**src/hazard_check.sv**
```systemverilog
module hazard_check (
  input logic rden1_0,
  input logic rden2_0,
  input logic rden1_1,
  input logic rden2_1,
  input logic [4:0] raddr1_0,
  input logic [4:0] raddr2_0,
  input logic [4:0] raddr1_1,
  input logic [4:0] raddr2_1,
  input logic ex_load0,
  input logic ex_load1,
  input logic [4:0] ex_waddr0,
  input logic [4:0] ex_waddr1,
  output logic hazard
);

  logic hit0;
  logic hit1;

  // any enabled source of either decode slot against one load destination
  function automatic logic uses(input logic [4:0] waddr);
    return (rden1_0 && raddr1_0 == waddr) || (rden2_0 && raddr2_0 == waddr) ||
           (rden1_1 && raddr1_1 == waddr) || (rden2_1 && raddr2_1 == waddr);
  endfunction

  assign hit0 = ex_load0 && ex_waddr0 != 5'd0 && uses(ex_waddr0); // x0 never stalls
  assign hit1 = ex_load1 && ex_waddr1 != 5'd0 && uses(ex_waddr1);
  assign hazard = hit0 | hit1;

endmodule

```
**config.mk**
```make
export PLATFORM = sky130hd
export DESIGN_NAME = hazard_check
export DESIGN_NICKNAME = d
export VERILOG_FILES = /design/src/hazard_check.sv
export SDC_FILE = /design/constraint.sdc
export NUM_CORES = 1
export LEC_CHECK = 0
export ABC_AREA = 1
export BUFFER_PORTS_ARGS = -buffer_cell sky130_fd_sc_hd__buf_2
export CAP_MARGIN = 20
export CORE_MARGIN = 10
export CORE_UTILIZATION = 47
export DETAILED_ROUTE_END_ITERATION = 8
export PLACE_DENSITY_LB_ADDON = 0.15
export SYNTH_ARGS = -nofsm -noshare
export SYNTH_HDL_FRONTEND = slang
export SYNTH_SLANG_ARGS = --single-unit
```
**constraint.sdc**
```tcl
create_clock -name vclk -period 2.02
set_clock_uncertainty 0.15 [all_clocks]
set_input_delay 0.303 -clock vclk [all_inputs]
set_output_delay 0.303 -clock vclk [all_outputs]
set_load 0.01 [all_outputs]
```
# Yosys cells after proc, flatten, opt, wreduce, memory -nomap -nowiden
# Index checks and enable logic that the tools add are counted.
[totals]
regBits = 0
input_bits = 36
out_inout_bits = 1
elab_cells = 29
[classes]
eq_ne = 8
bitwise_logic = 1
reduce_logical = 20
[ops]
columns = ["operator", "n"]
rows = [
  ["$eq 5x5->1", 8],
  ["$logic_and 1x1->1", 12],
  ["$reduce_bool 5->1", 2],
  ["$logic_or 1x1->1", 6],
  ["$or 1x1->1", 1],
]

# Depth between registers and ports, before layout
# Gate-level depths: netlist (run 1).
[logic_depth]
word_depth = 7
mapped_depth = 8
mapped_depth_nobuf = 8

# Worst setup path after synthesis (run 1)
# Ideal clock, no wire load.
[synth_timing]
path_type = "in2out"
from = "input port ex_waddr0[0]"
to = "output port hazard"
t_arrival_ns = 0.846
required_ns = 1.567
setup_slack_ns = 0.721
path_stages = 8
n_path_buf = 0
path_cell_list = "inv_2 nand2_1 nand2_1 nor2_1 nand3_1 nand2_1 o21ai_1 nand2_1"
[synth_between]
elab_chain_cells = 7
[synth_rtl]
columns = ["element", "line", "text"]
rows = [
  ["start, declared", "12", "input logic [4:0] ex_waddr0,"],
  ["$eq 5x5->1", "22", "return (rden1_0 && raddr1_0 == waddr) || (rden2_0 && raddr2_0 == waddr) ||"],
  ["$logic_and 1x1->1", "22", ""],
  ["$logic_or 1x1->1 (2 in series)", "22", ""],
  ["$logic_or 1x1->1", "23", "(rden1_1 && raddr1_1 == waddr) || (rden2_1 && raddr2_1 == waddr);"],
  ["$logic_and 1x1->1 *", "26", "assign hit0 = ex_load0 && ex_waddr0 != 5'd0 && uses(ex_waddr0);"],
  ["$or 1x1->1 *", "28", "assign hazard = hit0 | hit1;"],
  ["end, declared", "14", "output logic hazard"],
]
# Every way passes the cells marked *; elsewhere a longest branch is shown, timed or not.

# Final worst setup path (run 1)
[layout_timing]
from = "input port ex_waddr0[3]"
to = "output port hazard"
# Same word-level chain as after synthesis.

==> results of run 1 <==
## cells in the mapped netlist (all sizes together)
| cell | instances | share of area (%) |
|---|---|---|
| nand2 | 96 | 50 |
| nor2 | 32 | 17 |
| inv | 28 | 15 |
| o21ai | 12 | 8.9 |
| nand3 | 8 | 5.6 |
| nand4 | 2 | 1.7 |
| o21bai | 1 | 1.0 |
| xor2 | 1 | 1.2 |
## cells in the final DEF (no fill, tap or decap), drive strengths merged
master and n:
nand2 96, buf 37, nor2 32, inv 28, o21ai 12, nand3 8
nand4 2, xor2 1, o21bai 1
## stage by stage
| step | area, µm² | hold WS (ns) | instances | utilization, % | power [mW] |
|---|---|---|---|---|---|
| detailed placement | 923 | 0.872 | 233 | 62.8 | 0.177 |
| global placement | 923 | 0.872 | 233 | 62.8 | 0.173 |
| finish | 923 | 0.873 | 233 | 62.8 | 0.179 |
| global route | 923 | 0.908 | 233 | 62.8 | 0.205 |
| floorplan | 718 | 0.673 | 180 | - | 0.0987 |
| CTS | 923 | 0.875 | 233 | 62.8 | 0.178 |
## worst min-delay path, stage by stage
cell	delay (ns)
buf_2	0.07
o21ai_0	0.06
inv_1	0.05
o21ai_1	0.06
nand2_1	0.06
buf_2	0.12
## power breakdown
part	total, mW	internal (mW)	switching, mW
clock network	0	0	0
registers	0	0	0
logic	0.179	0.0705	0.108
## final timing paths
kind          from  endpoint  slack, ns
min       ex_load0    hazard       0.87
max   ex_waddr0[3]    hazard       0.37
## per-layer routing
| metal | up-vias | part of all wire, % | GRT usage (%) |
|---|---|---|---|
| met4 | 0 | 0 | 0.328 |
| met3 | 0 | 9.0 | 2.36 |
| li1 | 615 | - | - |
| met5 | - | 0 | 0 |
| met2 | 52 | 48 | 24.8 |
| met1 | 479 | 43 | 17.4 |
## final cells by class
type / count / area (µm²)
fill: 172 / 548
tap: 16 / 20.0
multi-input combinational: 152 / 613
timing repair buffer: 37 / 185
inverter: 28 / 105
## cell families after synthesis
logic type	Yosys count
xor gates and xnor gates	1
buffers and inverters	28
AOI/OAI and AO/OA	13
and+or+nand+nor	138
==> metrics, run 1 <==
Initial Utilization=48.8%; RSZ-0062 raised after global routing=false; Die Area=0.00349 mm²; Slew Limit Headroom=between 90% and 100%; drt wl/cell=approximately 11 µm; Post-route DRC=0; post-synthesis sequential area ratio=0%; hold depth=6; CP startpoint kind=primary input; FP Rows=14; Synth Area in Compound Gates=slightly below 10%; Worst path depth=10; area share of and/or/nand/nor cells after synthesis=74.2%; initial antenna violation count=0; n_diodes=0; largest family of logic cells by synthesized area=simple AND/OR/NAND/NOR gates; post-synthesis cell count=between 150 and 200; fin nets=about 260; violation count after the first detailed-routing iteration=60; Final Setup Violations=0; Required @ worst endpoint=between 1.5 and 2 ns; drt via density=4.92; Final TNS setup=0 ns; Final Cycle Share=approximately 82%; fin worst setup slack=0.373 ns; Final Max Tran Viols=0; multiplexer area fraction after synthesis=0%; VDD IR-drop max=between 0.08 and 0.09 mV; clock buffers=0; drt pass-1 iters=4; Hold Buf Count CTS=0; PD cells=194 mW/mm²; Worst-Margin Slew=roughly 0.14 ns; Setup Fix Bufs, Post-CTS=0; max_cap viols=0; Crit path arrival time=1.19 ns; WL final=roughly 2500 µm; share of cells above drive strength 1=between 20% and 30%; vias in the first global route=around 1000; Crit path max-delay family=buffers and inverters; Die Y=between 50 and 60 µm; Synth Area in Adders=0%; Yosys warning count=0; Crit path top cell by count=nand2_1; antenna-violating nets left=0; Fmax achieved=approximately 610 MHz; Min-Delay Path Class=primary input to primary output; gr usage total=between 10% and 20%; Core Area=0.00147 mm²; Synthesized Nets=about 220; critical path type=primary input to primary output; Post-DP HPWL=about 2200 µm; status=finished clean; Post-Synth XOR/XNOR Area=under 10%; CP Max Fanout=7; Worst path max stage delay=~0.13 ns; first-pass GRT wire length=about 4200 µm; WP buf/inv=3; pre-CTS WS=approximately 0.39 ns; gpl congestion=between 0.9 and 1; CP Capture Type=primary output; Final Critical Period=1.65 ns; CP max stage cell=buf_2; IO Count=37; worst path cell trace=buf_2 -> inv_2 -> nand2_1 -> o21ai_0 -> nor2_1 -> nand3_1 -> nand2_1 -> o21ai_1 -> nand2_1 -> buf_2; P&R area growth vs syn=28.6%; synth unique cells=11; post_cts resized=0; DR vias=roughly 1.1k; Hold Vio Cnt, Final=0; Overflow after GRT=0; DIE WIDTH=a little under 60 µm; Post-Syn Area=between 700 and 800 µm²; FF+latch area=0 µm²; Syn Area/Cell=approximately 4 µm²; FFs & Latches=0; Pleak=0.672 nW; # port buffers=37; largest net degree at the start of global routing=9
No activity file was read; power rests on OpenSTA's default activity.
==> inputs of run 2 (changes only) <==
Settings changed: CORE_UTILIZATION 47 to 44.
Clock period 2.02 ns to 1.4 ns, I/O delays scaled along.
==> run 2 against run 1 <==
  * The run now ends with negative setup slack left
  * Sequential share of layout area unchanged
  * First-iteration DRC count is 1.7% lower
  * Design area increased by 43%
  * Via count is 16% higher
  * Clock-buffer cell count stayed put
  * Die area rose by 4.5%
  * Setup slack got worse by 0.47 ns
  * Wire length increased by 49%
  * Hold slack worse by 0.17 ns
  * Utilization rose by 24 points
  * Combinational power increased by 130%
  * Critical endpoint unchanged
  * Largest cell class unchanged
==> metrics, run 2 (synthesis gave the netlist of run 1 again) <==
violation count after the first detailed-routing iteration=59 (was 60); area of the multi-input gates=759 µm² (was 613 µm²); antenna-violating nets left=0 (unchanged); critical path type=primary input to primary output (unchanged); Post-DP HPWL=2270 µm (was 2220 µm); gpl congestion=0.902 (was 0.924); Die Y=60.4 µm (was 59.1 µm); Hold Buf Count CTS=0 (unchanged); Pleak=0.753 nW (was 0.672 nW); FFs & Latches=0 (unchanged); fin worst setup slack=-0.101 ns (was 0.373 ns); hold depth=6 (unchanged); first-pass GRT wire length=4370 µm (was 4150 µm); pre-CTS WS=-0.0570 ns (was 0.386 ns); Min-Delay Path Class=primary input to primary output (unchanged); Overflow after GRT=0 (unchanged); Die Area=0.00365 mm² (was 0.00349 mm²); Final Cycle Share=107%; Fmax achieved=between 600 and 700 MHz; share of cells above drive strength 1=51.2% (was 22.1%); initial antenna violation count=0 (unchanged); DR vias=1335 (was 1146); Fill cells=95 (was 172); drt pass-1 iters=4 (unchanged); largest net degree at the start of global routing=9 (unchanged); Final Critical Period=1.50 ns; DIE WIDTH=60.4 µm (was 59.1 µm); Worst-Margin Slew=0.137 ns (was 0.143 ns); CP Max Fanout=5 (was 7); Setup Fix Bufs, Post-CTS=0 (unchanged); VDD IR-drop max=0.207 mV (was 0.0857 mV); Core Area=0.00152 mm² (was 0.00147 mm²); Required @ worst endpoint=1.04 ns (was 1.57 ns); IO Count=37 (unchanged); gr usage total=14.2% (was 13.8%); FP Rows=14 (unchanged); Slew Limit Headroom=90.8% (was 90.3%); Final Max Tran Viols=0 (unchanged); Post-route DRC=0 (unchanged); Hold Vio Cnt, Final=0 (unchanged); max_cap viols=0 (unchanged); Final Setup Violations=1 (was 0); # port buffers=37 (unchanged); RSZ-0062 raised after global routing=true (was false); PD cells=317 mW/mm² (was 194 mW/mm²); Final TNS setup=-0.101 ns (was 0 ns); failing checks=negative setup slack; status=complete, but fails checks (was finished clean); P&R area growth vs syn=83.3% (was 28.6%); drt via density=5.73 (was 4.92); most frequent cells in the layout=nand2_1 (62), nand2_2 (33), nor2_1 (24) (was nand2_1 (96), buf_2 (37), nor2_1 (32)); drt wl/cell=16.2 µm (was 10.9 µm); clock buffers=0 (unchanged); most common cell after layout, fill and taps aside=nand2_1 (unchanged); n_diodes=0 (unchanged); Crit path arrival time=1.14 ns (was 1.19 ns); CP startpoint kind=primary input (unchanged); WL final=3760 µm (was 2530 µm); CP Capture Type=primary output (unchanged); fin nets=255 (unchanged); Initial Utilization=47.1% (was 48.8%); fin cells=233 (unchanged); FF+latch area=0 µm² (unchanged); WHS=0.705 ns (was 0.873 ns); vias in the first global route=1071 (was 995); placed cells=233 (unchanged)
-- run 2: cell types whose count changed in the layout (fill, tap and decap cells not counted), moves of 13 or more --
cell     before  now
nand2_1      96   62
nand2_2       0   33
buf_2        37   13
buf_6         0   13
inv_1        18    5
-- run 2: power breakdown --
group	internal [mW]	switching (mW)	leakage [nW]
Clock	0	0	0
Combinational	0.183	0.235	0.753
Sequential	0	0	0
Total	0.183	0.235	0.753
-- run 2: area by class of cell --
class / instances / area share [%]
inverter: 28 / 13.9
multi-input combinational: 152 / 57.7
tap: 16 / 1.52
timing repair buffer: 37 / 26.9
-- run 2: critical path, cell delays in order --
cell      delay (ns)
buf_12          0.12
inv_8           0.07
nand2_2         0.06
o21ai_2         0.08
nor2_1          0.07
nand3_1         0.12
nand2_1         0.09
o21bai_1        0.13
nand2_1         0.07
buf_2           0.14
-- run 2: per-stage QoR --
step	utilization, %	total power [mW]	area [µm²]
CTS	63.6	0.273	970
floorplan	-	0.142	718
finish	86.4	0.417	1320
global placement	60.6	0.250	923
detailed placement	60.6	0.255	923
global route	86.4	0.449	1320
-- run 2: per-layer routing --
layer  wire, µm  vias to the layer above  GRT usage [%]
met5          0                        -              0
met4        255                        0           1.28
met3        346                       29           2.30
met2       1840                      101           26.2
met1       1320                      585           17.1
li1           -                      620              -
-- run 2: repair_timing --
action,4_1_cts,5_1_grt
endpoints found under the setup margin,1,1
pin swaps,6,49
resized for setup,19,130
-- run 2: worst paths after layout --
kind	startpoint	end	slack [ns]
worst min-delay path	ex_load0	hazard	0.70
worst max-delay path	ex_waddr1[1]	hazard	-0.10
