File: config.mk
export PLATFORM = sky130hd
export DESIGN_NAME = instr_decoder
export DESIGN_NICKNAME = d
export VERILOG_FILES = /design/src/riscv_isa_pkg.sv /design/src/decode_pkg.sv /design/src/instr_decoder.sv
export SDC_FILE = /design/constraint.sdc
export NUM_CORES = 1
export LEC_CHECK = 0
export ABC_AREA = 1
export ABC_CLOCK_PERIOD_IN_PS = 2020
export BUFFER_PORTS_ARGS = -buffer_cell sky130_fd_sc_hd__buf_2
export CORE_MARGIN = 1.5
export CORE_UTILIZATION = 44
export DETAILED_ROUTE_END_ITERATION = 8
export PLACE_DENSITY = 0.87
export SYNTH_ARGS = -nofsm -noshare
export SYNTH_HDL_FRONTEND = slang
export SYNTH_SLANG_ARGS = --single-unit
File: constraint.sdc
create_clock -name vclk -period 2.02
set_input_delay 0.101 -clock vclk [all_inputs]
set_output_delay 0.101 -clock vclk [all_outputs]
set_load 0.02 [all_outputs]
File: src/riscv_isa_pkg.sv
package riscv_isa_pkg;

  ////////////////////
  // instruction word

  typedef struct packed {
    logic [6:0] funct7;
    logic [4:0] rs2;
    logic [4:0] rs1;
    logic [2:0] funct3;
    logic [4:0] rd;
    logic [6:0] opcode;
  } instr_fields_type;

  // same 32 bits, seen whole or split into R/I/S/B fields
  typedef union packed {
    logic [31:0] raw;
    instr_fields_type fields;
  } instr_word_type;

  ////////////////////
  // opcodes

  localparam logic [6:0] op_lui = 7'b0110111;
  localparam logic [6:0] op_auipc = 7'b0010111;
  localparam logic [6:0] op_jal = 7'b1101111;
  localparam logic [6:0] op_jalr = 7'b1100111;
  localparam logic [6:0] op_branch = 7'b1100011;
  localparam logic [6:0] op_load = 7'b0000011;
  localparam logic [6:0] op_store = 7'b0100011;
  localparam logic [6:0] op_imm = 7'b0010011;
  localparam logic [6:0] op_reg = 7'b0110011;
  localparam logic [6:0] op_system = 7'b1110011;

  // integer funct3
  localparam logic [2:0] funct3_add = 3'b000;
  localparam logic [2:0] funct3_sll = 3'b001;
  localparam logic [2:0] funct3_slt = 3'b010;
  localparam logic [2:0] funct3_sltu = 3'b011;
  localparam logic [2:0] funct3_xor = 3'b100;
  localparam logic [2:0] funct3_srl = 3'b101; // also sra
  localparam logic [2:0] funct3_or = 3'b110;
  localparam logic [2:0] funct3_and = 3'b111;

  localparam logic [6:0] funct7_base = 7'b0000000;
  localparam logic [6:0] funct7_alt = 7'b0100000; // sub, sra

  // full system words
  localparam logic [31:0] instr_ecall = 32'h00000073;
  localparam logic [31:0] instr_ebreak = 32'h00100073;
  localparam logic [31:0] nop_instr = 32'h00000013; // addi x0, x0, 0

  ////////////////////
  // exception causes

  localparam logic [3:0] except_illegal_instruction = 4'd2;
  localparam logic [3:0] except_breakpoint = 4'd3;
  localparam logic [3:0] except_env_call_mach = 4'd11;

endpackage

File: src/decode_pkg.sv
package decode_pkg;

  ////////////////////
  // operation flags

  localparam int op_width = 12;

  localparam int op_wren = 0;
  localparam int op_rden1 = 1;
  localparam int op_rden2 = 2;
  localparam int op_lui = 3;
  localparam int op_auipc = 4;
  localparam int op_jal = 5;
  localparam int op_jalr = 6;
  localparam int op_branch = 7;
  localparam int op_load = 8;
  localparam int op_store = 9;
  localparam int op_ecall = 10;
  localparam int op_ebreak = 11;

  ////////////////////
  // alu operations

  localparam logic [3:0] alu_add = 4'd0;
  localparam logic [3:0] alu_sub = 4'd1;
  localparam logic [3:0] alu_sll = 4'd2;
  localparam logic [3:0] alu_slt = 4'd3;
  localparam logic [3:0] alu_sltu = 4'd4;
  localparam logic [3:0] alu_xor = 4'd5;
  localparam logic [3:0] alu_srl = 4'd6;
  localparam logic [3:0] alu_sra = 4'd7;
  localparam logic [3:0] alu_or = 4'd8;
  localparam logic [3:0] alu_and = 4'd9;

  // bcu and lsu operations carry funct3 unchanged

endpackage

File: src/instr_decoder.sv
module instr_decoder (
  input riscv_isa_pkg::instr_word_type instr,
  output logic [decode_pkg::op_width-1:0] flags,
  output logic valid,
  output logic [31:0] imm,
  output logic [3:0] alu_op,
  output logic [2:0] bcu_op,
  output logic [2:0] lsu_op
);
  import riscv_isa_pkg::*;
  import decode_pkg::*;

  logic [31:0] imm_i;
  logic [31:0] imm_s;
  logic [31:0] imm_b;
  logic [31:0] imm_u;
  logic [31:0] imm_j;
  logic [2:0] funct3;
  logic [6:0] funct7;

  function automatic logic [3:0] alu_decode(input logic [2:0] f3, input logic alt);
    case (f3)
      funct3_add: return alt ? alu_sub : alu_add;
      funct3_sll: return alu_sll;
      funct3_slt: return alu_slt;
      funct3_sltu: return alu_sltu;
      funct3_xor: return alu_xor;
      funct3_srl: return alt ? alu_sra : alu_srl;
      funct3_or: return alu_or;
      funct3_and: return alu_and;
      default: return alu_add;
    endcase
  endfunction

  assign funct3 = instr.fields.funct3;
  assign funct7 = instr.fields.funct7;

  ////////////////////
  // immediates

  assign imm_i = {{20{instr.raw[31]}}, instr.raw[31:20]};
  assign imm_s = {{20{instr.raw[31]}}, instr.raw[31:25], instr.raw[11:7]};
  assign imm_b = {{19{instr.raw[31]}}, instr.raw[31], instr.raw[7], instr.raw[30:25],
                  instr.raw[11:8], 1'b0};
  assign imm_u = {instr.raw[31:12], 12'h000};
  assign imm_j = {{11{instr.raw[31]}}, instr.raw[31], instr.raw[19:12], instr.raw[20],
                  instr.raw[30:21], 1'b0};

  ////////////////////
  // opcode decode

  // opcode and flag names overlap between the packages, so both are scoped here
  always_comb begin
    flags = '0;
    valid = 1'b0;
    imm = '0;
    alu_op = alu_add;
    bcu_op = 3'b000;
    lsu_op = 3'b000;
    case (instr.fields.opcode)
      riscv_isa_pkg::op_lui: begin
        flags[op_wren] = 1'b1;
        flags[decode_pkg::op_lui] = 1'b1;
        imm = imm_u;
        valid = 1'b1;
      end
      riscv_isa_pkg::op_auipc: begin
        flags[op_wren] = 1'b1;
        flags[decode_pkg::op_auipc] = 1'b1;
        imm = imm_u;
        valid = 1'b1;
      end
      riscv_isa_pkg::op_jal: begin
        flags[op_wren] = 1'b1;
        flags[decode_pkg::op_jal] = 1'b1;
        imm = imm_j;
        valid = 1'b1;
      end
      riscv_isa_pkg::op_jalr: begin
        flags[op_wren] = 1'b1;
        flags[op_rden1] = 1'b1;
        flags[decode_pkg::op_jalr] = 1'b1;
        imm = imm_i;
        valid = funct3 == 3'b000;
      end
      riscv_isa_pkg::op_branch: begin
        flags[op_rden1] = 1'b1;
        flags[op_rden2] = 1'b1;
        flags[decode_pkg::op_branch] = 1'b1;
        imm = imm_b;
        bcu_op = funct3;
        valid = funct3[2:1] != 2'b01; // no 010 / 011 compare
      end
      riscv_isa_pkg::op_load: begin
        flags[op_wren] = 1'b1;
        flags[op_rden1] = 1'b1;
        flags[decode_pkg::op_load] = 1'b1;
        imm = imm_i;
        lsu_op = funct3;
        valid = funct3 != 3'b011 && funct3[2:1] != 2'b11; // lb lh lw lbu lhu
      end
      riscv_isa_pkg::op_store: begin
        flags[op_rden1] = 1'b1;
        flags[op_rden2] = 1'b1;
        flags[decode_pkg::op_store] = 1'b1;
        imm = imm_s;
        lsu_op = funct3;
        valid = funct3[2] == 1'b0 && funct3 != 3'b011; // sb sh sw
      end
      riscv_isa_pkg::op_imm: begin
        flags[op_wren] = 1'b1;
        flags[op_rden1] = 1'b1;
        imm = imm_i;
        alu_op = alu_decode(funct3, funct3 == funct3_srl && funct7 == funct7_alt);
        case (funct3)
          funct3_sll: valid = funct7 == funct7_base;
          funct3_srl: valid = funct7 == funct7_base || funct7 == funct7_alt;
          default: valid = 1'b1;
        endcase
      end
      riscv_isa_pkg::op_reg: begin
        flags[op_wren] = 1'b1;
        flags[op_rden1] = 1'b1;
        flags[op_rden2] = 1'b1;
        alu_op = alu_decode(funct3, funct7 == funct7_alt);
        valid = funct7 == funct7_base ||
                (funct7 == funct7_alt && (funct3 == funct3_add || funct3 == funct3_srl));
      end
      riscv_isa_pkg::op_system: begin
        if (instr.raw == instr_ecall) begin
          flags[op_ecall] = 1'b1;
          valid = 1'b1;
        end else if (instr.raw == instr_ebreak) begin
          flags[op_ebreak] = 1'b1;
          valid = 1'b1;
        end
      end
      default: ;
    endcase
    if (!valid) begin
      flags = '0; // illegal word carries no operation
    end
  end

endmodule

# After elaboration in Yosys (flattened, before gate mapping)
# Cells that the tools add are included.
# totals
inputBits,32
regBits,0
# classes
bitwise_logic,1
n_mux,28
reduce_logical,16
eq_ne,23
# op_table
cell,n
case mux 32 bit (5 select lines),1
case mux 4 bit (8 select lines),2
"equality test 32 x 21 -> 1 bit, second input constant",1
"equality test 32 x 7 -> 1 bit, second input constant",1
"equality test 7 x 6 -> 1 bit, second input constant",4
"equality test 7 bit, second input constant",4
two-way mux 1 bit,18
"equality test 7 x 5 -> 1 bit, second input constant",2
"equality test 3 bit, second input constant",4
two-way mux 12 bit,1
OR reduction 3 bit,3
case mux 1 bit (8 select lines),1
case mux 4 bit (2 select lines),1
"equality test 7 x 2 -> 1 bit, second input constant",1
logical NOT 7 bit,1
OR reduction 7 bit,1
"equality test 3 x 2 -> 1 bit, second input constant",2
two-way mux 3 bit,2
OR reduction 6 bit,1
logical AND 1 bit,4
OR reduction 2 bit,2
"equality test 3 x 1 -> 1 bit, second input constant",1
logical NOT 3 bit,1
logical OR 1 bit,3
6 further kinds,6

# Longest topological paths before layout
# depth
depth_word,6
mapped_depth,10
mapped_depth_nobuf,10

# Worst setup path before layout
# OpenSTA, ideal clock, no wires.
# synth_path
path_kind,input -> output
start,input port instr[3] (netlist name)
end,output port alu_op[3]
t_arrival_ps,1182
path_buffers,0
path_slack_ps,737
stages,7
path_cell_list,inv_1 nand2_1 nor2_4 inv_2 nor3_4 nor2_1 nor3_1
# synth_via
elab_chain_cells,2
word_cells_on_any_way,3
# synth_rtl
item,line,rtl
"start, declared",instr_decoder.sv:2,"input riscv_isa_pkg::instr_word_type instr,"
equality test 7 x 6 -> 1 bit or equality test 7 x 5 -> 1 bit (tied branches),instr_decoder.sv:60,case (instr.fields.opcode)
case mux 4 bit (2 select lines) (*),instr_decoder.sv:60,
"end, declared",instr_decoder.sv:6,"output logic [3:0] alu_op,"
# Every way passes the cells marked *; elsewhere a longest branch is shown, timed or not.

# Worst setup path after layout
# layout_path
start,input port instr[3] (netlist name)
end,output port imm[22]
# layout_via
elab_chain_cells,3
word_cells_on_any_way,11
# layout_rtl
item,line,rtl
equality test 7 x 5 -> 1 bit (tied with other cells),instr_decoder.sv:60,
OR reduction 3 bit (no line) or OR reduction 2 bit (tied branches),-,
case mux 32 bit (5 select lines) (*),instr_decoder.sv:60,
"end, declared",instr_decoder.sv:5,"output logic [31:0] imm,"
# Marked as above.

==> summary.txt <==
Synthesis
  • Post-synth top area share: approximately 18%
  • Yosys top cell by area: nor2_1
  • Area contributors post-synth: nor2_1 (18%), nand2_1 (16%), inv_1 (13%)
  • Sequential area share after synthesis: 0%
  • Synth cell types: 23
  • Synthesized area per cell: 4.993 sq um
  • Post-synth top cells: nor2_1 (48), nand2_1 (45), inv_1 (35), nand3_1 (13), o21ai_2 (10)
  • Synth Cell Area: 1028 sq um
  • Count leader, synth: nor2_1
  • Syn nets: roughly 240
  • Mapped Cells: ~210
  • Ys Warns: 0

Timing
  • Count of final max-slew check failures: 0
  • RSZ-0062 raised after global routing: no
  • Final period util: 75.59%
  • Final setup viols: 0
  • Least-Margin Pin Slew: between 500 and 600 ps
  • Fmax: between 0.6 and 0.7 GHz
  • Rel. slew slack: 65.12%
  • Setup TNS: 0 ps
  • Final Hold Viols: 0
  • Final worst path period need: between 1500 and 2000 ps

Clock tree
  • CTS-repair resized insts: 0
  • Post-CTS Hold Fix Bufs: 0
  • Setup Fix Bufs, Post-CTS: 0

Power and ir drop
  • Leakage: around 1.0 nW
  • Cell Pwr Density: approximately 120 nW/um^2
  • Total power draw: around 170 uW
  • Max VDD drop: about 0.078 mV

Route
  • Avg Vias per Cell: approximately 4.7
  • Iter 0 DRT Violations: 32
  • Post-route ant nets: 0
  • First-pass detailed-route iteration total: 5
  • Total Wirelength: 3310 microns
  • WL/cell: 10.41 microns
  • Via Count: between 1000 and 1500
  • # DRC: 0

Floorplanning
  • Chip height: between 50 and 60 microns
  • Chip Width: 51.35 microns
  • IO Pins: slightly below 90
  • Cell row count: 17
  • Initial Util: 46.49%
  • Full die area: 2636 sq um
  • Core Area: between 2000 and 2500 sq um

Cells and area
  • Fillers: about 240
  • CLK BUF: 0
  • P&R area growth vs syn: 42.70%
  • Flip-flop and latch count: 0
  • Storage element area: 0 sq um
  • Diode count: 0
  • Finished Layout Cells: about 320
  • Final Util: around 66%
  • Nets: approximately 320
  • Layout cell share with drive strength beyond 1: 43.79%

Worst setup path
  • Worst path arrival time: around 1400 ps
  • Crit Path Category: input pin to primary output
  • Worst Setup End Kind: primary output
  • Crit Path Max Fanout: 12
  • Worst EP required: between 1500 and 2000 ps
  • Critical Path Source Type: input pin

Worst hold path
  • Hold Path Stages: 4
  • Tightest Hold Check Type: input pin to primary output

Flow run
  • Maxcap violations: 0

Place
  • IO buf count: 87
  • Placed cells: 318
  • HPWL Detailed: ~2800 microns
  • GP Congestion: 0.8743

GRT
  • Grt ovf: 0
  • Largest net degree at the start of global routing: 13
  • Number of global-route vias before repair: about 1300
  • First-pass GRT wire length: between 5000 and 6000 microns
  • Global Route Usage Sum: a little under a quarter
  • Initial antenna violation count: 0

Status
  • Outcome: complete, no violations
==> layout by cell type, fill, tap and decap left out <==
master / instances
inv_1: 35
nor3_4: 1
nor2_2: 3
o21ai_2: 10
nand3_2: 3
buf_2: 87
nor2_4: 4
o221ai_1: 1
a21oi_1: 4
inv_2: 7
nor2_1: 48
nor3_1: 3
nand2_2: 8
o22ai_1: 2
o21ai_0: 7
nand4_1: 2
nand3_1: 13
nand2_4: 3
nand3_4: 1
o211ai_1: 3
nand2_1: 45
==> cell families after synthesis <==
| group | synth area share (%) |
|---|---|
| AOI/OAI and AO/OA | 18.13 |
| buffers and inverters | 18.37 |
| and+or+nand+nor | 63.50 |
==> where the power goes <==
group          total [mW]  internal [mW]  switching (mW)
clock network           0              0               0
registers               0              0               0
logic               0.173         0.0590           0.114
total               0.173         0.0590           0.114
==> per-stage QoR <==
step                      area, sq um  worst slack, ps  hold WS, ps
final                            1468            493.1        553.1
after global routing             1468            361.2        578.3
after CTS                        1468            517.0        558.6
after detailed placement         1468            518.0        557.2
after global placement           1468            586.5        553.0
after floorplan                  1028            736.6        358.2
==> area by class of cell <==
| type | count | area (sq um) | share of cell area (%) |
|---|---|---|---|
| inverters | 42 | 157.7 | 10.74 |
| multi-input cells | 161 | 839.6 | 57.20 |
| well taps | 28 | 35.03 | 2.387 |
| repair buffers | 87 | 435.4 | 29.67 |
==> worst max-delay path, cell delays in order <==
cell     delay [ps]
buf_2           100
inv_1            60
nand2_1          60
nor2_2          220
nand2_2         130
nand2_1          80
inv_1           220
o21ai_0         250
buf_2           200
==> worst paths after layout <==
| path | to | from |
|---|---|---|
| setup / recovery | imm[22] | instr[3] |
| hold / removal | imm[16] | instr[16] |
==> metal layers <==
layer	wire [microns]	GRT usage (%)	share of wire (%)	vias to the layer above
met5	0	0	0	-
met3	205	1.462	6.2	0
met4	0	0	0	0
met2	1683	48.05	51	54
li1	-	-	-	808
met1	1421	29.35	43	633
Note: power is estimated with default switching activity, not from simulation.
