===== src/riscv_isa_pkg.sv =====
package riscv_isa_pkg;

  ////////////////////
  // instruction word

  typedef struct packed {
    logic [6:0] funct7;
    logic [4:0] rs2;
    logic [4:0] rs1;
    logic [2:0] funct3;
    logic [4:0] rd;
    logic [6:0] opcode;
  } instr_fields_type;

  // same 32 bits, seen whole or split into R/I/S/B fields
  typedef union packed {
    logic [31:0] raw;
    instr_fields_type fields;
  } instr_word_type;

  ////////////////////
  // opcodes

  localparam logic [6:0] op_lui = 7'b0110111;
  localparam logic [6:0] op_auipc = 7'b0010111;
  localparam logic [6:0] op_jal = 7'b1101111;
  localparam logic [6:0] op_jalr = 7'b1100111;
  localparam logic [6:0] op_branch = 7'b1100011;
  localparam logic [6:0] op_load = 7'b0000011;
  localparam logic [6:0] op_store = 7'b0100011;
  localparam logic [6:0] op_imm = 7'b0010011;
  localparam logic [6:0] op_reg = 7'b0110011;
  localparam logic [6:0] op_system = 7'b1110011;

  // integer funct3
  localparam logic [2:0] funct3_add = 3'b000;
  localparam logic [2:0] funct3_sll = 3'b001;
  localparam logic [2:0] funct3_slt = 3'b010;
  localparam logic [2:0] funct3_sltu = 3'b011;
  localparam logic [2:0] funct3_xor = 3'b100;
  localparam logic [2:0] funct3_srl = 3'b101; // also sra
  localparam logic [2:0] funct3_or = 3'b110;
  localparam logic [2:0] funct3_and = 3'b111;

  localparam logic [6:0] funct7_base = 7'b0000000;
  localparam logic [6:0] funct7_alt = 7'b0100000; // sub, sra

  // full system words
  localparam logic [31:0] instr_ecall = 32'h00000073;
  localparam logic [31:0] instr_ebreak = 32'h00100073;
  localparam logic [31:0] nop_instr = 32'h00000013; // addi x0, x0, 0

  ////////////////////
  // exception causes

  localparam logic [3:0] except_illegal_instruction = 4'd2;
  localparam logic [3:0] except_breakpoint = 4'd3;
  localparam logic [3:0] except_env_call_mach = 4'd11;

endpackage


===== src/decode_pkg.sv =====
package decode_pkg;

  ////////////////////
  // operation flags

  localparam int op_width = 12;

  localparam int op_wren = 0;
  localparam int op_rden1 = 1;
  localparam int op_rden2 = 2;
  localparam int op_lui = 3;
  localparam int op_auipc = 4;
  localparam int op_jal = 5;
  localparam int op_jalr = 6;
  localparam int op_branch = 7;
  localparam int op_load = 8;
  localparam int op_store = 9;
  localparam int op_ecall = 10;
  localparam int op_ebreak = 11;

  ////////////////////
  // alu operations

  localparam logic [3:0] alu_add = 4'd0;
  localparam logic [3:0] alu_sub = 4'd1;
  localparam logic [3:0] alu_sll = 4'd2;
  localparam logic [3:0] alu_slt = 4'd3;
  localparam logic [3:0] alu_sltu = 4'd4;
  localparam logic [3:0] alu_xor = 4'd5;
  localparam logic [3:0] alu_srl = 4'd6;
  localparam logic [3:0] alu_sra = 4'd7;
  localparam logic [3:0] alu_or = 4'd8;
  localparam logic [3:0] alu_and = 4'd9;

  // bcu and lsu operations carry funct3 unchanged

endpackage


===== src/decode_stage.sv =====
module decode_stage (
  input logic clock,
  input logic reset,
  input logic [31:0] pc0, pc1,
  input riscv_isa_pkg::instr_word_type instr0, instr1,
  input logic in_valid,
  input logic pred_branch,
  input logic clear,
  input logic ex_stall,
  input logic hazard,
  input logic [decode_pkg::op_width-1:0] flags0, flags1,
  input logic valid0, valid1,
  input logic [31:0] imm0, imm1,
  input logic [3:0] alu_op0, alu_op1,
  input logic [2:0] bcu_op0, bcu_op1,
  input logic [2:0] lsu_op0, lsu_op1,
  output riscv_isa_pkg::instr_word_type word0, word1,
  output logic rden1_0, rden2_0, rden1_1, rden2_1,
  output logic [4:0] raddr1_0, raddr2_0, raddr1_1, raddr2_1,
  output logic [4:0] rf_raddr1_0, rf_raddr2_0, rf_raddr1_1, rf_raddr2_1,
  output logic [31:0] dec_pc0, dec_pc1,
  output logic [31:0] dec_instr0, dec_instr1,
  output logic [decode_pkg::op_width-1:0] dec_flags0, dec_flags1,
  output logic dec_valid0, dec_valid1,
  output logic [31:0] dec_imm0, dec_imm1,
  output logic [3:0] dec_alu_op0, dec_alu_op1,
  output logic [2:0] dec_bcu_op0, dec_bcu_op1,
  output logic [2:0] dec_lsu_op0, dec_lsu_op1,
  output logic dec_exception0, dec_exception1,
  output logic [3:0] dec_ecause0, dec_ecause1,
  output logic stall
);
  import riscv_isa_pkg::*;
  import decode_pkg::*;

  instr_word_type reg_word0;
  instr_word_type reg_word1;
  logic bubble;
  logic drop1;
  logic exc0;
  logic [3:0] cause0;

  ////////////////////
  // decode side

  assign word0 = instr0;
  assign word1 = instr1;

  // sources towards the hazard check, killed slot 1 never stalls
  assign rden1_0 = in_valid & flags0[op_rden1];
  assign rden2_0 = in_valid & flags0[op_rden2];
  assign rden1_1 = in_valid & ~pred_branch & flags1[op_rden1];
  assign rden2_1 = in_valid & ~pred_branch & flags1[op_rden2];
  assign raddr1_0 = instr0.fields.rs1;
  assign raddr2_0 = instr0.fields.rs2;
  assign raddr1_1 = instr1.fields.rs1;
  assign raddr2_1 = instr1.fields.rs2;

  assign stall = hazard & ~clear;
  assign bubble = hazard | ex_stall | clear | ~in_valid;
  assign drop1 = bubble | pred_branch;

  // slot 0 priority illegal > breakpoint > ecall
  always_comb begin
    exc0 = 1'b1;
    cause0 = except_illegal_instruction;
    if (!valid0) begin
      cause0 = except_illegal_instruction;
    end else if (flags0[op_ebreak]) begin
      cause0 = except_breakpoint;
    end else if (flags0[op_ecall]) begin
      cause0 = except_env_call_mach;
    end else begin
      exc0 = 1'b0;
      cause0 = 4'd0;
    end
  end

  ////////////////////
  // pipeline register

  always_ff @(posedge clock) begin
    if (!reset) begin
      dec_flags0 <= '0;
      dec_flags1 <= '0;
      dec_valid0 <= 1'b0;
      dec_valid1 <= 1'b0;
      dec_exception0 <= 1'b0;
      dec_exception1 <= 1'b0;
    end else begin
      dec_flags0 <= bubble ? '0 : flags0;
      dec_flags1 <= drop1 ? '0 : flags1;
      dec_valid0 <= ~bubble & valid0;
      dec_valid1 <= ~drop1 & valid1;
      dec_exception0 <= ~bubble & exc0;
      dec_exception1 <= ~drop1 & ~valid1; // slot 1 reports illegal only
    end
  end

  always_ff @(posedge clock) begin
    dec_pc0 <= pc0;
    dec_pc1 <= pc1;
    reg_word0 <= instr0;
    reg_word1 <= pred_branch ? nop_instr : instr1;
    dec_imm0 <= imm0;
    dec_imm1 <= imm1;
    dec_alu_op0 <= alu_op0;
    dec_alu_op1 <= alu_op1;
    dec_bcu_op0 <= bcu_op0;
    dec_bcu_op1 <= bcu_op1;
    dec_lsu_op0 <= lsu_op0;
    dec_lsu_op1 <= lsu_op1;
    dec_ecause0 <= cause0;
    dec_ecause1 <= valid1 ? 4'd0 : except_illegal_instruction;
  end

  assign dec_instr0 = reg_word0.raw;
  assign dec_instr1 = reg_word1.raw;

  // operand reads use the registered pair
  assign rf_raddr1_0 = reg_word0.fields.rs1;
  assign rf_raddr2_0 = reg_word0.fields.rs2;
  assign rf_raddr1_1 = reg_word1.fields.rs1;
  assign rf_raddr2_1 = reg_word1.fields.rs2;

  assert property (@(posedge clock) disable iff (!reset) dec_exception0 |-> dec_ecause0 != 4'd0)
    else $error("slot 0 exception without cause");
  assert property (@(posedge clock) disable iff (!reset) dec_exception1 |-> dec_ecause1 != 4'd0)
    else $error("slot 1 exception without cause");

endmodule


===== config.mk =====
export PLATFORM = sky130hd
export DESIGN_NAME = decode_stage
export DESIGN_NICKNAME = d
export VERILOG_FILES = /design/src/riscv_isa_pkg.sv /design/src/decode_pkg.sv /design/src/decode_stage.sv
export SDC_FILE = /design/constraint.sdc
export NUM_CORES = 1
export LEC_CHECK = 0
export BUFFER_PORTS_ARGS = -buffer_cell sky130_fd_sc_hd__buf_2
export CAP_MARGIN = 30
export CORE_AREA = 2 2 237 239
export CTS_BUF_LIST = sky130_fd_sc_hd__clkbuf_16
export CTS_CLUSTER_SIZE = 10
export DETAILED_ROUTE_END_ITERATION = 6
export DIE_AREA = 0 0 239 241
export GPL_TIMING_DRIVEN = 0
export PLACE_DENSITY_LB_ADDON = 0.25
export SLEW_MARGIN = 5
export SYNTH_ARGS = -nofsm -noshare
export SYNTH_HDL_FRONTEND = slang
export SYNTH_SLANG_ARGS = --single-unit

===== constraint.sdc =====
create_clock -name clock -period 1.1 [get_ports clock]
set_input_delay 0.055 -clock clock [delete_from_list [all_inputs] [get_ports clock]]
set_output_delay 0.055 -clock clock [all_outputs]
set_load 0.02 [all_outputs]

======== Yosys cells after proc, flatten, opt, wreduce, memory -nomap -nowiden ========
Index checks and enable logic that the tools add are counted.
word-level totals
  output and inout bits ................... 357
  input port bits ......................... 245
  register bits after elaboration ......... 246
operators by class
  muxes and demuxes ....................... 6
  bitwise gates (word level) .............. 22
  reductions and logical operators ........ 3
operators by type and width
  cell                number
  AND 1 bit           10
  NOT 1 bit           8
  OR reduction 2 bit  3
  two-way mux 1 bit   4
  two-way mux 4 bit   1
  bitwise OR 1 bit    4
  two-way mux 2 bit   1

======== Longest topological paths before layout ========
Gate-level depths: netlist of run 1.
  depth in word-level cells ............... 6
  mapped depth ............................ 4
  gate-level depth less buffers ........... 2

======== Worst setup path after synthesis of run 1 ========
OpenSTA, ideal clock, no wires.
  kind .................................... in2reg
  from .................................... input hazard
  to ...................................... register dec_flags0[1] (netlist name)
  slack ................................... 0.068 ns
  required time ........................... 1.027 ns
  stages on the path ...................... 4
  buffers on the path ..................... 2
  data arrival time ....................... 0.959 ns
  library setup time ...................... 0.073 ns
  cells stage by stage .................... or4b_1 -> buf_6 -> buf_12 -> nor3_4
on the way
  cells in the longest elaborated chain, start to end .. 4
ends and longest elaborated chain
  what                                 line                source
  start, declared                      decode_stage.sv:10  input logic hazard,
  bitwise OR 1 bit (3 in a row)        decode_stage.sv:60  assign bubble = hazard | ex_stall | clear | ~in_valid;
  OR reduction 2 bit (no source line)  -
  end signal, assigned                 decode_stage.sv:91  dec_flags0 <= bubble ? '0 : flags0;
  end, declared                        decode_stage.sv:23  output logic [decode_pkg::op_width-1:0] dec_flags0, dec_flags1,
Every way passes these cells.
A chain may end at the register's enable or synchronous reset.

======== Worst setup path after layout of run 1 ========
  from .................................... register reg_word1 (netlist bit dec_instr1[23])
  to ...................................... output rf_raddr2_1[3]
RTL lines
  what                    line                 source
  start, declared         decode_stage.sv:37   instr_word_type reg_word1;
  start signal, assigned  decode_stage.sv:104  reg_word1 <= pred_branch ? nop_instr : instr1;
  end, declared           decode_stage.sv:20   output logic [4:0] rf_raddr1_0, rf_raddr2_0, rf_raddr1_1, rf_raddr2_1,
No word-level cell between the ends.

==> reports/results.ini, run 1 <==
[run_status]
outcome=complete, but fails checks
violations=setup timing

[yosys]
syn_area_um2=6370
yosysTopAreaCell=dfxtp_1
yosysWarnings=0
synth_seq_cells=244
synth.area.top_cells=dfxtp_1 (77%), buf_4 (13%), nor3_2 (3.0%)
syn_inst=460
synth_cell_types=19
yosysTopAreaCellShare=0.766
synth-seq-area-share=0.766
syn_avg_cell_area_um2=13.9

[hold_path]
hp-start=ex_stall
hold_path_class=input pin to register
min_path_cells=5
hold_end=dec_flags0[6]

[final_layout]
nFillCells=5525
fin_util=0.289
drive_gt1_frac=0.755
fin_nets=1598
area_growth_pct=149

[global_routing]
grt_pass1_vias=7074
overflow=0
antenna_found_initial=7
grt_usage=0.100
grt_max_degree=17
grt_first_pass_wirelength_um=42600

[die]
start_util=0.116
coreArea_um2=54900
fp-row-count=86
die_area_um2=57600
die_h_um=241
io_pins=602
die_w_um=239

[placement]
pre_cts_ws_ps=-757
dp_hpwl_um=22300
routabilityCongestion=0.743
portBuffers=597

[power]
peakVddDrop_mv=1.12
power_leakage_nw=7.47
p_per_area_nw_per_um2=1460

[setup_path]
worstPathMaxFanout=2
critPathRequiredTime_ps=1040
critical-path-top-delay-family=flip-flops
startpoint_type=register
crit_arrival_ps=1150
cp_cell_sequence=buf_6, buf_6
max_stage_delay_ps=340
cp_common_cell=buf_6
critPathCaptureType=output port
cp_num_buf_inv=2
slowest_stage=dfxtp_2
crit_type=register to output port

[detailed_routing]
drt_iter0_drc=69
drc=0
drt_pass1_iterations=4
routedWlPerCell_um=15.4
wl_um=32000
ant_nets=0
route.vias.total=6461
vias_per_cell=3.12

[clock_tree]
clock_tree.root_cell=clkbuf_16
cts.sinks=244
cts_tree=built
clkTransAtPathRegs_ps=60
cts_buffers=31
cts.htree.levels=1
clockBufferDepth=3

[sta]
drv_slew=0
hold_slack_ps=35.8
setup-violations-final=46
worst_pin_slew_ps=514
hold_viol=0
period_share=1.10
rsz0062_at_grt=yes
slew_headroom=0.657
worst_slack_ps=-106
max_freq_mhz=829
fin_crit_ps=1210

[run]
maxCapViolCount=0

[report_power, final]
part / internal (W) / total [W] / switching [W] / leakage, nW
Combinational: 0.00219 / 0.00386 / 0.00168 / 4.92
Clock: 0.00573 / 0.00968 / 0.00395 / 0.478
Sequential: 0.00936 / 0.00961 / 0.000245 / 2.07
[registers in the layout, indices dropped and copies added (netlist names), 12 cells and up]
register / count
dec_imm0: 32
dec_imm1: 32
dec_instr0: 32
dec_instr1: 32
dec_pc0: 32
dec_pc1: 32
dec_flags0: 12
dec_flags1: 12
[Yosys cell counts (all sizes together)]
cell type	number
dfxtp	244
buf	112
nor2b	30
nor3	28
inv	27
nor2	6
clkbuf	5
or2	3
a211oi	1
conb	1
nand2	1
nand2b	1
or4b	1
[metal layers]
metal	track usage	vias up	wire length, um	share of wire
met5	0	-	0	0
met4	0.0330	0	928	0.029
met3	0.0392	51	3240	0.10
met2	0.194	401	17100	0.53
met1	0.0954	2921	10800	0.34
li1	-	3088	-	-
[cells by family after synthesis]
kind of cell | after synthesis | share of synthesized area
AO/OA/AOI/OAI | 1 | 0.00118
buffers and inverters | 144 | 0.154
flip-flops | 244 | 0.766
other | 1 | 0.000588
AND/OR/NAND/NOR | 70 | 0.0777
[per-stage QoR]
step                cells  cell area (um^2)  total power (W)  TNS, ps
finish               2074             15900           0.0231    -2220
floorplan             463              6380           0.0109        0
detailed placement   1764             10300           0.0121    -8240
global placement     1764             10300           0.0121    -8300
global route         2073             15900           0.0242    -9490
CTS                  2055             15700           0.0236   -10640
[cells in the final DEF (no fill, tap or decap), drive strengths merged]
master | synthesis | layout
nor2b | 30 | 30
a211oi | 1 | 1
nand2 | 1 | 1
bufinv | 0 | 3
dfxtp | 244 | 244
dlymetal6s4s | 0 | 3
nor2 | 6 | 6
or2 | 3 | 3
conb | 1 | 4
dlygate4sd3 | 0 | 251
nor3 | 28 | 28
or4b | 1 | 1
buf | 112 | 716
inv | 27 | 32
diode | 0 | 4
nand2b | 1 | 1
clkinv | 0 | 5
clkinvlp | 0 | 2
clkbuf | 5 | 35
[repair_timing]
action / CTS / global route
hold buffers: 247 / 7
endpoints found under the hold margin: 244 / 4
endpoints found under the setup margin: 268 / 282
cloned: 0 / 0
setup buffers: 0 / 11
resized for setup: 794 / 17
[how the worst max path moves through the flow]
stage,startpoint,end,slack (ps),depth (start not counted)
6_report,dec_instr1[23],rf_raddr2_1[3],-110,2
3_5_place_dp,pred_branch,rden1_1,-760,6
5_1_grt,dec_instr1[24],rf_raddr2_1[4],-160,2
3_3_place_gp,pred_branch,rden1_1,-750,6
2_1_floorplan,hazard,dec_flags0[1],70,4
4_1_cts,dec_instr1[24],rf_raddr2_1[4],-150,2
[area by class of cell]
class | count | area [um^2] | share of cell area
clock inverters | 15 | 160 | 0.0101
clock buffers | 31 | 776 | 0.0488
plain buffers | 115 | 958 | 0.0603
repair buffers | 859 | 7260 | 0.457
well taps | 704 | 881 | 0.0555
multi-input cells | 75 | 536 | 0.0337
inverters | 27 | 105 | 0.00662
flip-flops and latches | 244 | 5190 | 0.327
diodes | 4 | 10.0 | 0.000630
Note: power is estimated with default switching activity, not from simulation.
==> inputs of run 2 (changes only) <==
--- a/config.mk
+++ b/config.mk
@@ -13,7 +13,7 @@
 export DETAILED_ROUTE_END_ITERATION = 6
 export DIE_AREA = 0 0 239 241
 export GPL_TIMING_DRIVEN = 0
-export PLACE_DENSITY_LB_ADDON = 0.25
+export PLACE_DENSITY = 0.31
 export SLEW_MARGIN = 5
 export SYNTH_ARGS = -nofsm -noshare
 export SYNTH_HDL_FRONTEND = slang
==> run 2 against run 1 <==
Compared with the run above:
- the run ends with hold timing, setup timing left
- clock-buffer cell count shrank 1
- design area shrank 1.5%
- power shrank 4.2%
- sequential cell count is the same
- combinational power shrank 2%
- largest cell class unchanged
- highest routed layer is now met5
- utilization shrank 0.43 points
- cell count shrank 1.1%
==> reports/results.ini, run 2 (same netlist as run 1, synthesis figures left out) <==
[clock_tree]
cts.htree.levels=1  ; unchanged
cts_tree=built  ; unchanged
postCtsSetupRepairBufs=0  ; unchanged
clockBufferDepth=3  ; unchanged
clkTransAtPathRegs_ps=60  ; about the same
clock_tree.root_cell=clkbuf_16  ; unchanged
cts_buffers=30  ; was 31
cts.sinks=244  ; unchanged

[sta]
fin_crit_ps=1200  ; was 1210 ps
setup-violations-final=26  ; was 46
hold_slack_ps=-51.3  ; was 35.8 ps
worst_pin_slew_ps=584  ; was 514 ps
period_share=1.09  ; was 1.10
hold_viol=2  ; was 0
worst_slack_ps=-104  ; was -106 ps
drv_slew=0  ; unchanged
rsz0062_at_grt=yes  ; unchanged
max_freq_mhz=830  ; was 829 MHz
slew_headroom=0.611  ; was 0.657

[global_routing]
grt_pass1_vias=6817  ; was 7074
grt_usage=0.0935  ; was 0.100
antenna_found_initial=3  ; was 7
grt_first_pass_wirelength_um=40500  ; was 42600 um
overflow=0  ; unchanged
grt_max_degree=17  ; unchanged

[final_layout]
final_common_cell=buf_2  ; unchanged
drive_gt1_frac=0.752  ; was 0.755
area_growth_pct=146  ; was 149%
final_design_area_no_fill_um2=15700  ; was 15900 um^2
fin_nets=1580  ; was 1598
final_cell_mix=buf_2 (327), buf_6 (280), dlygate4sd3_1 (249), dfxtp_2 (242), buf_4 (90)  ; was buf_2 (327), buf_6 (285), dlygate4sd3_1 (251), dfxtp_2 (242), buf_4 (101)

[power]
seqPwrFrac=0.432  ; was 0.415
p_sw_w=0.00562  ; was 0.00587 W
p_int_w=0.0166  ; was 0.0173 W
peakVddDrop_mv=0.838  ; was 1.12 mV
switching_share=0.253  ; was 0.254
p_clk_frac=0.398  ; was 0.418
power_leakage_nw=7.34  ; was 7.47 nW
p_per_area_nw_per_um2=1420  ; was 1460 nW/um^2
combPwrFrac=0.170  ; was 0.167

[detailed_routing]
drt_iter0_drc=61  ; was 69
route.vias.total=6329  ; was 6461
vias_per_cell=3.08  ; was 3.12
ant_nets=0  ; unchanged
drc=0  ; unchanged
routedWlPerCell_um=14.5  ; was 15.4 um
drt_pass1_iterations=4  ; unchanged
wl_um=29700  ; was 32000 um

[setup_path]
critPathRequiredTime_ps=1040  ; about the same
worstPathMaxFanout=2  ; unchanged
slowest_stage=dfxtp_2  ; unchanged
max_stage_delay_ps=370  ; was 340 ps
critPathCaptureType=output port  ; unchanged
crit_arrival_ps=1150  ; about the same
crit_type=register to output port  ; unchanged
startpoint_type=register  ; unchanged
cp_cell_sequence=buf_6, buf_6  ; unchanged
cp_common_cell=buf_6  ; unchanged

[placement]
dp_hpwl_um=21600  ; was 22300 um
portBuffers=597  ; unchanged
dpl_cell_area_um2=10300  ; unchanged
routabilityCongestion=0.699  ; was 0.743
pre_cts_ws_ps=-546  ; was -757 ps

[die]
die_w_um=239  ; unchanged
start_util=0.116  ; unchanged
fp-row-count=86  ; unchanged
io_pins=602  ; unchanged
coreArea_um2=54900  ; unchanged
die_h_um=241  ; unchanged
die_area_um2=57600  ; unchanged

[run_status]
outcome=complete, but fails checks  ; unchanged
violations=hold timing, setup timing  ; was setup timing

[run]
maxCapViolCount=0  ; unchanged

[hold_path]
hold_path_class=input pin to register  ; unchanged

-- run 2: cell types whose count changed in the layout (fill, tap and decap cells not counted), sizes merged, moves of 2 or more --
cell	previous run	this run
buf	716	703
bufinv	3	1
clkinv	5	8
diode	4	2
inv	32	30
dlygate4sd3	251	249
dlymetal6s4s	3	1
-- run 2: metrics by stage --
stage	hold slack, ps	util	std cells	power [W]	TNS, ps
final	-51.3	0.285	2052	0.0222	-1700
after global routing	-49.5	0.285	2052	0.0233	-4580
after CTS	-93.4	0.285	2054	0.0227	-5400
after detailed placement	159	0.187	1764	0.0121	-6810
after global placement	158	0.187	1764	0.0121	-6680
after floorplan	82.7	-	463	0.0109	0
-- run 2: worst paths after layout --
path                        endpoint  slack, ps            from  cells past startpoint
worst max-delay path  rf_raddr1_0[2]       -100  dec_instr0[17]                      2
worst min-delay path      dec_valid1        -50        ex_stall                      4
-- run 2: critical path, delay by kind of cell, from the launching register on --
family                 cells  cell delay (ps)
DFF                        1              370
buffers and inverters      2              210
-- run 2: layout make-up --
cell class                 count  area, um^2
inverter                      27         105
buffer                       115         958
clock inverter                13        92.6
multi-input combinational     75         541
timing repair buffer         842        7130
fill                        5642       39200
clock buffer                  30         751
antenna                        2        5.00
sequential                   244        5190
tap                          704         881
-- run 2: timing repair --
action	4_1_cts	5_1_grt
hold buffers	249	1
endpoints found under the hold margin	244	3
endpoints found under the setup margin	268	168
resized for setup	785	20
-- run 2: routing by layer --
layer  wire, um  GRT usage  vias to the layer above
li1           -          -                     3040
met1       9260     0.0839                     2875
met2      16500      0.188                      366
met3       3160     0.0365                       46
met4        707     0.0318                        2
met5         13          0                        -
-- run 2: power groups by stage --
| stage | clock (W) | sequential, W | combinational [W] |
|---|---|---|---|
| detailed placement | 0 | 0.00958 | 0.00251 |
| floorplan | 0 | 0.0101 | 0.000720 |
| finish | 0.00882 | 0.00959 | 0.00378 |
| global placement | 0 | 0.00958 | 0.00254 |
| CTS | 0.00929 | 0.00958 | 0.00380 |
| global route | 0.00966 | 0.00962 | 0.00399 |
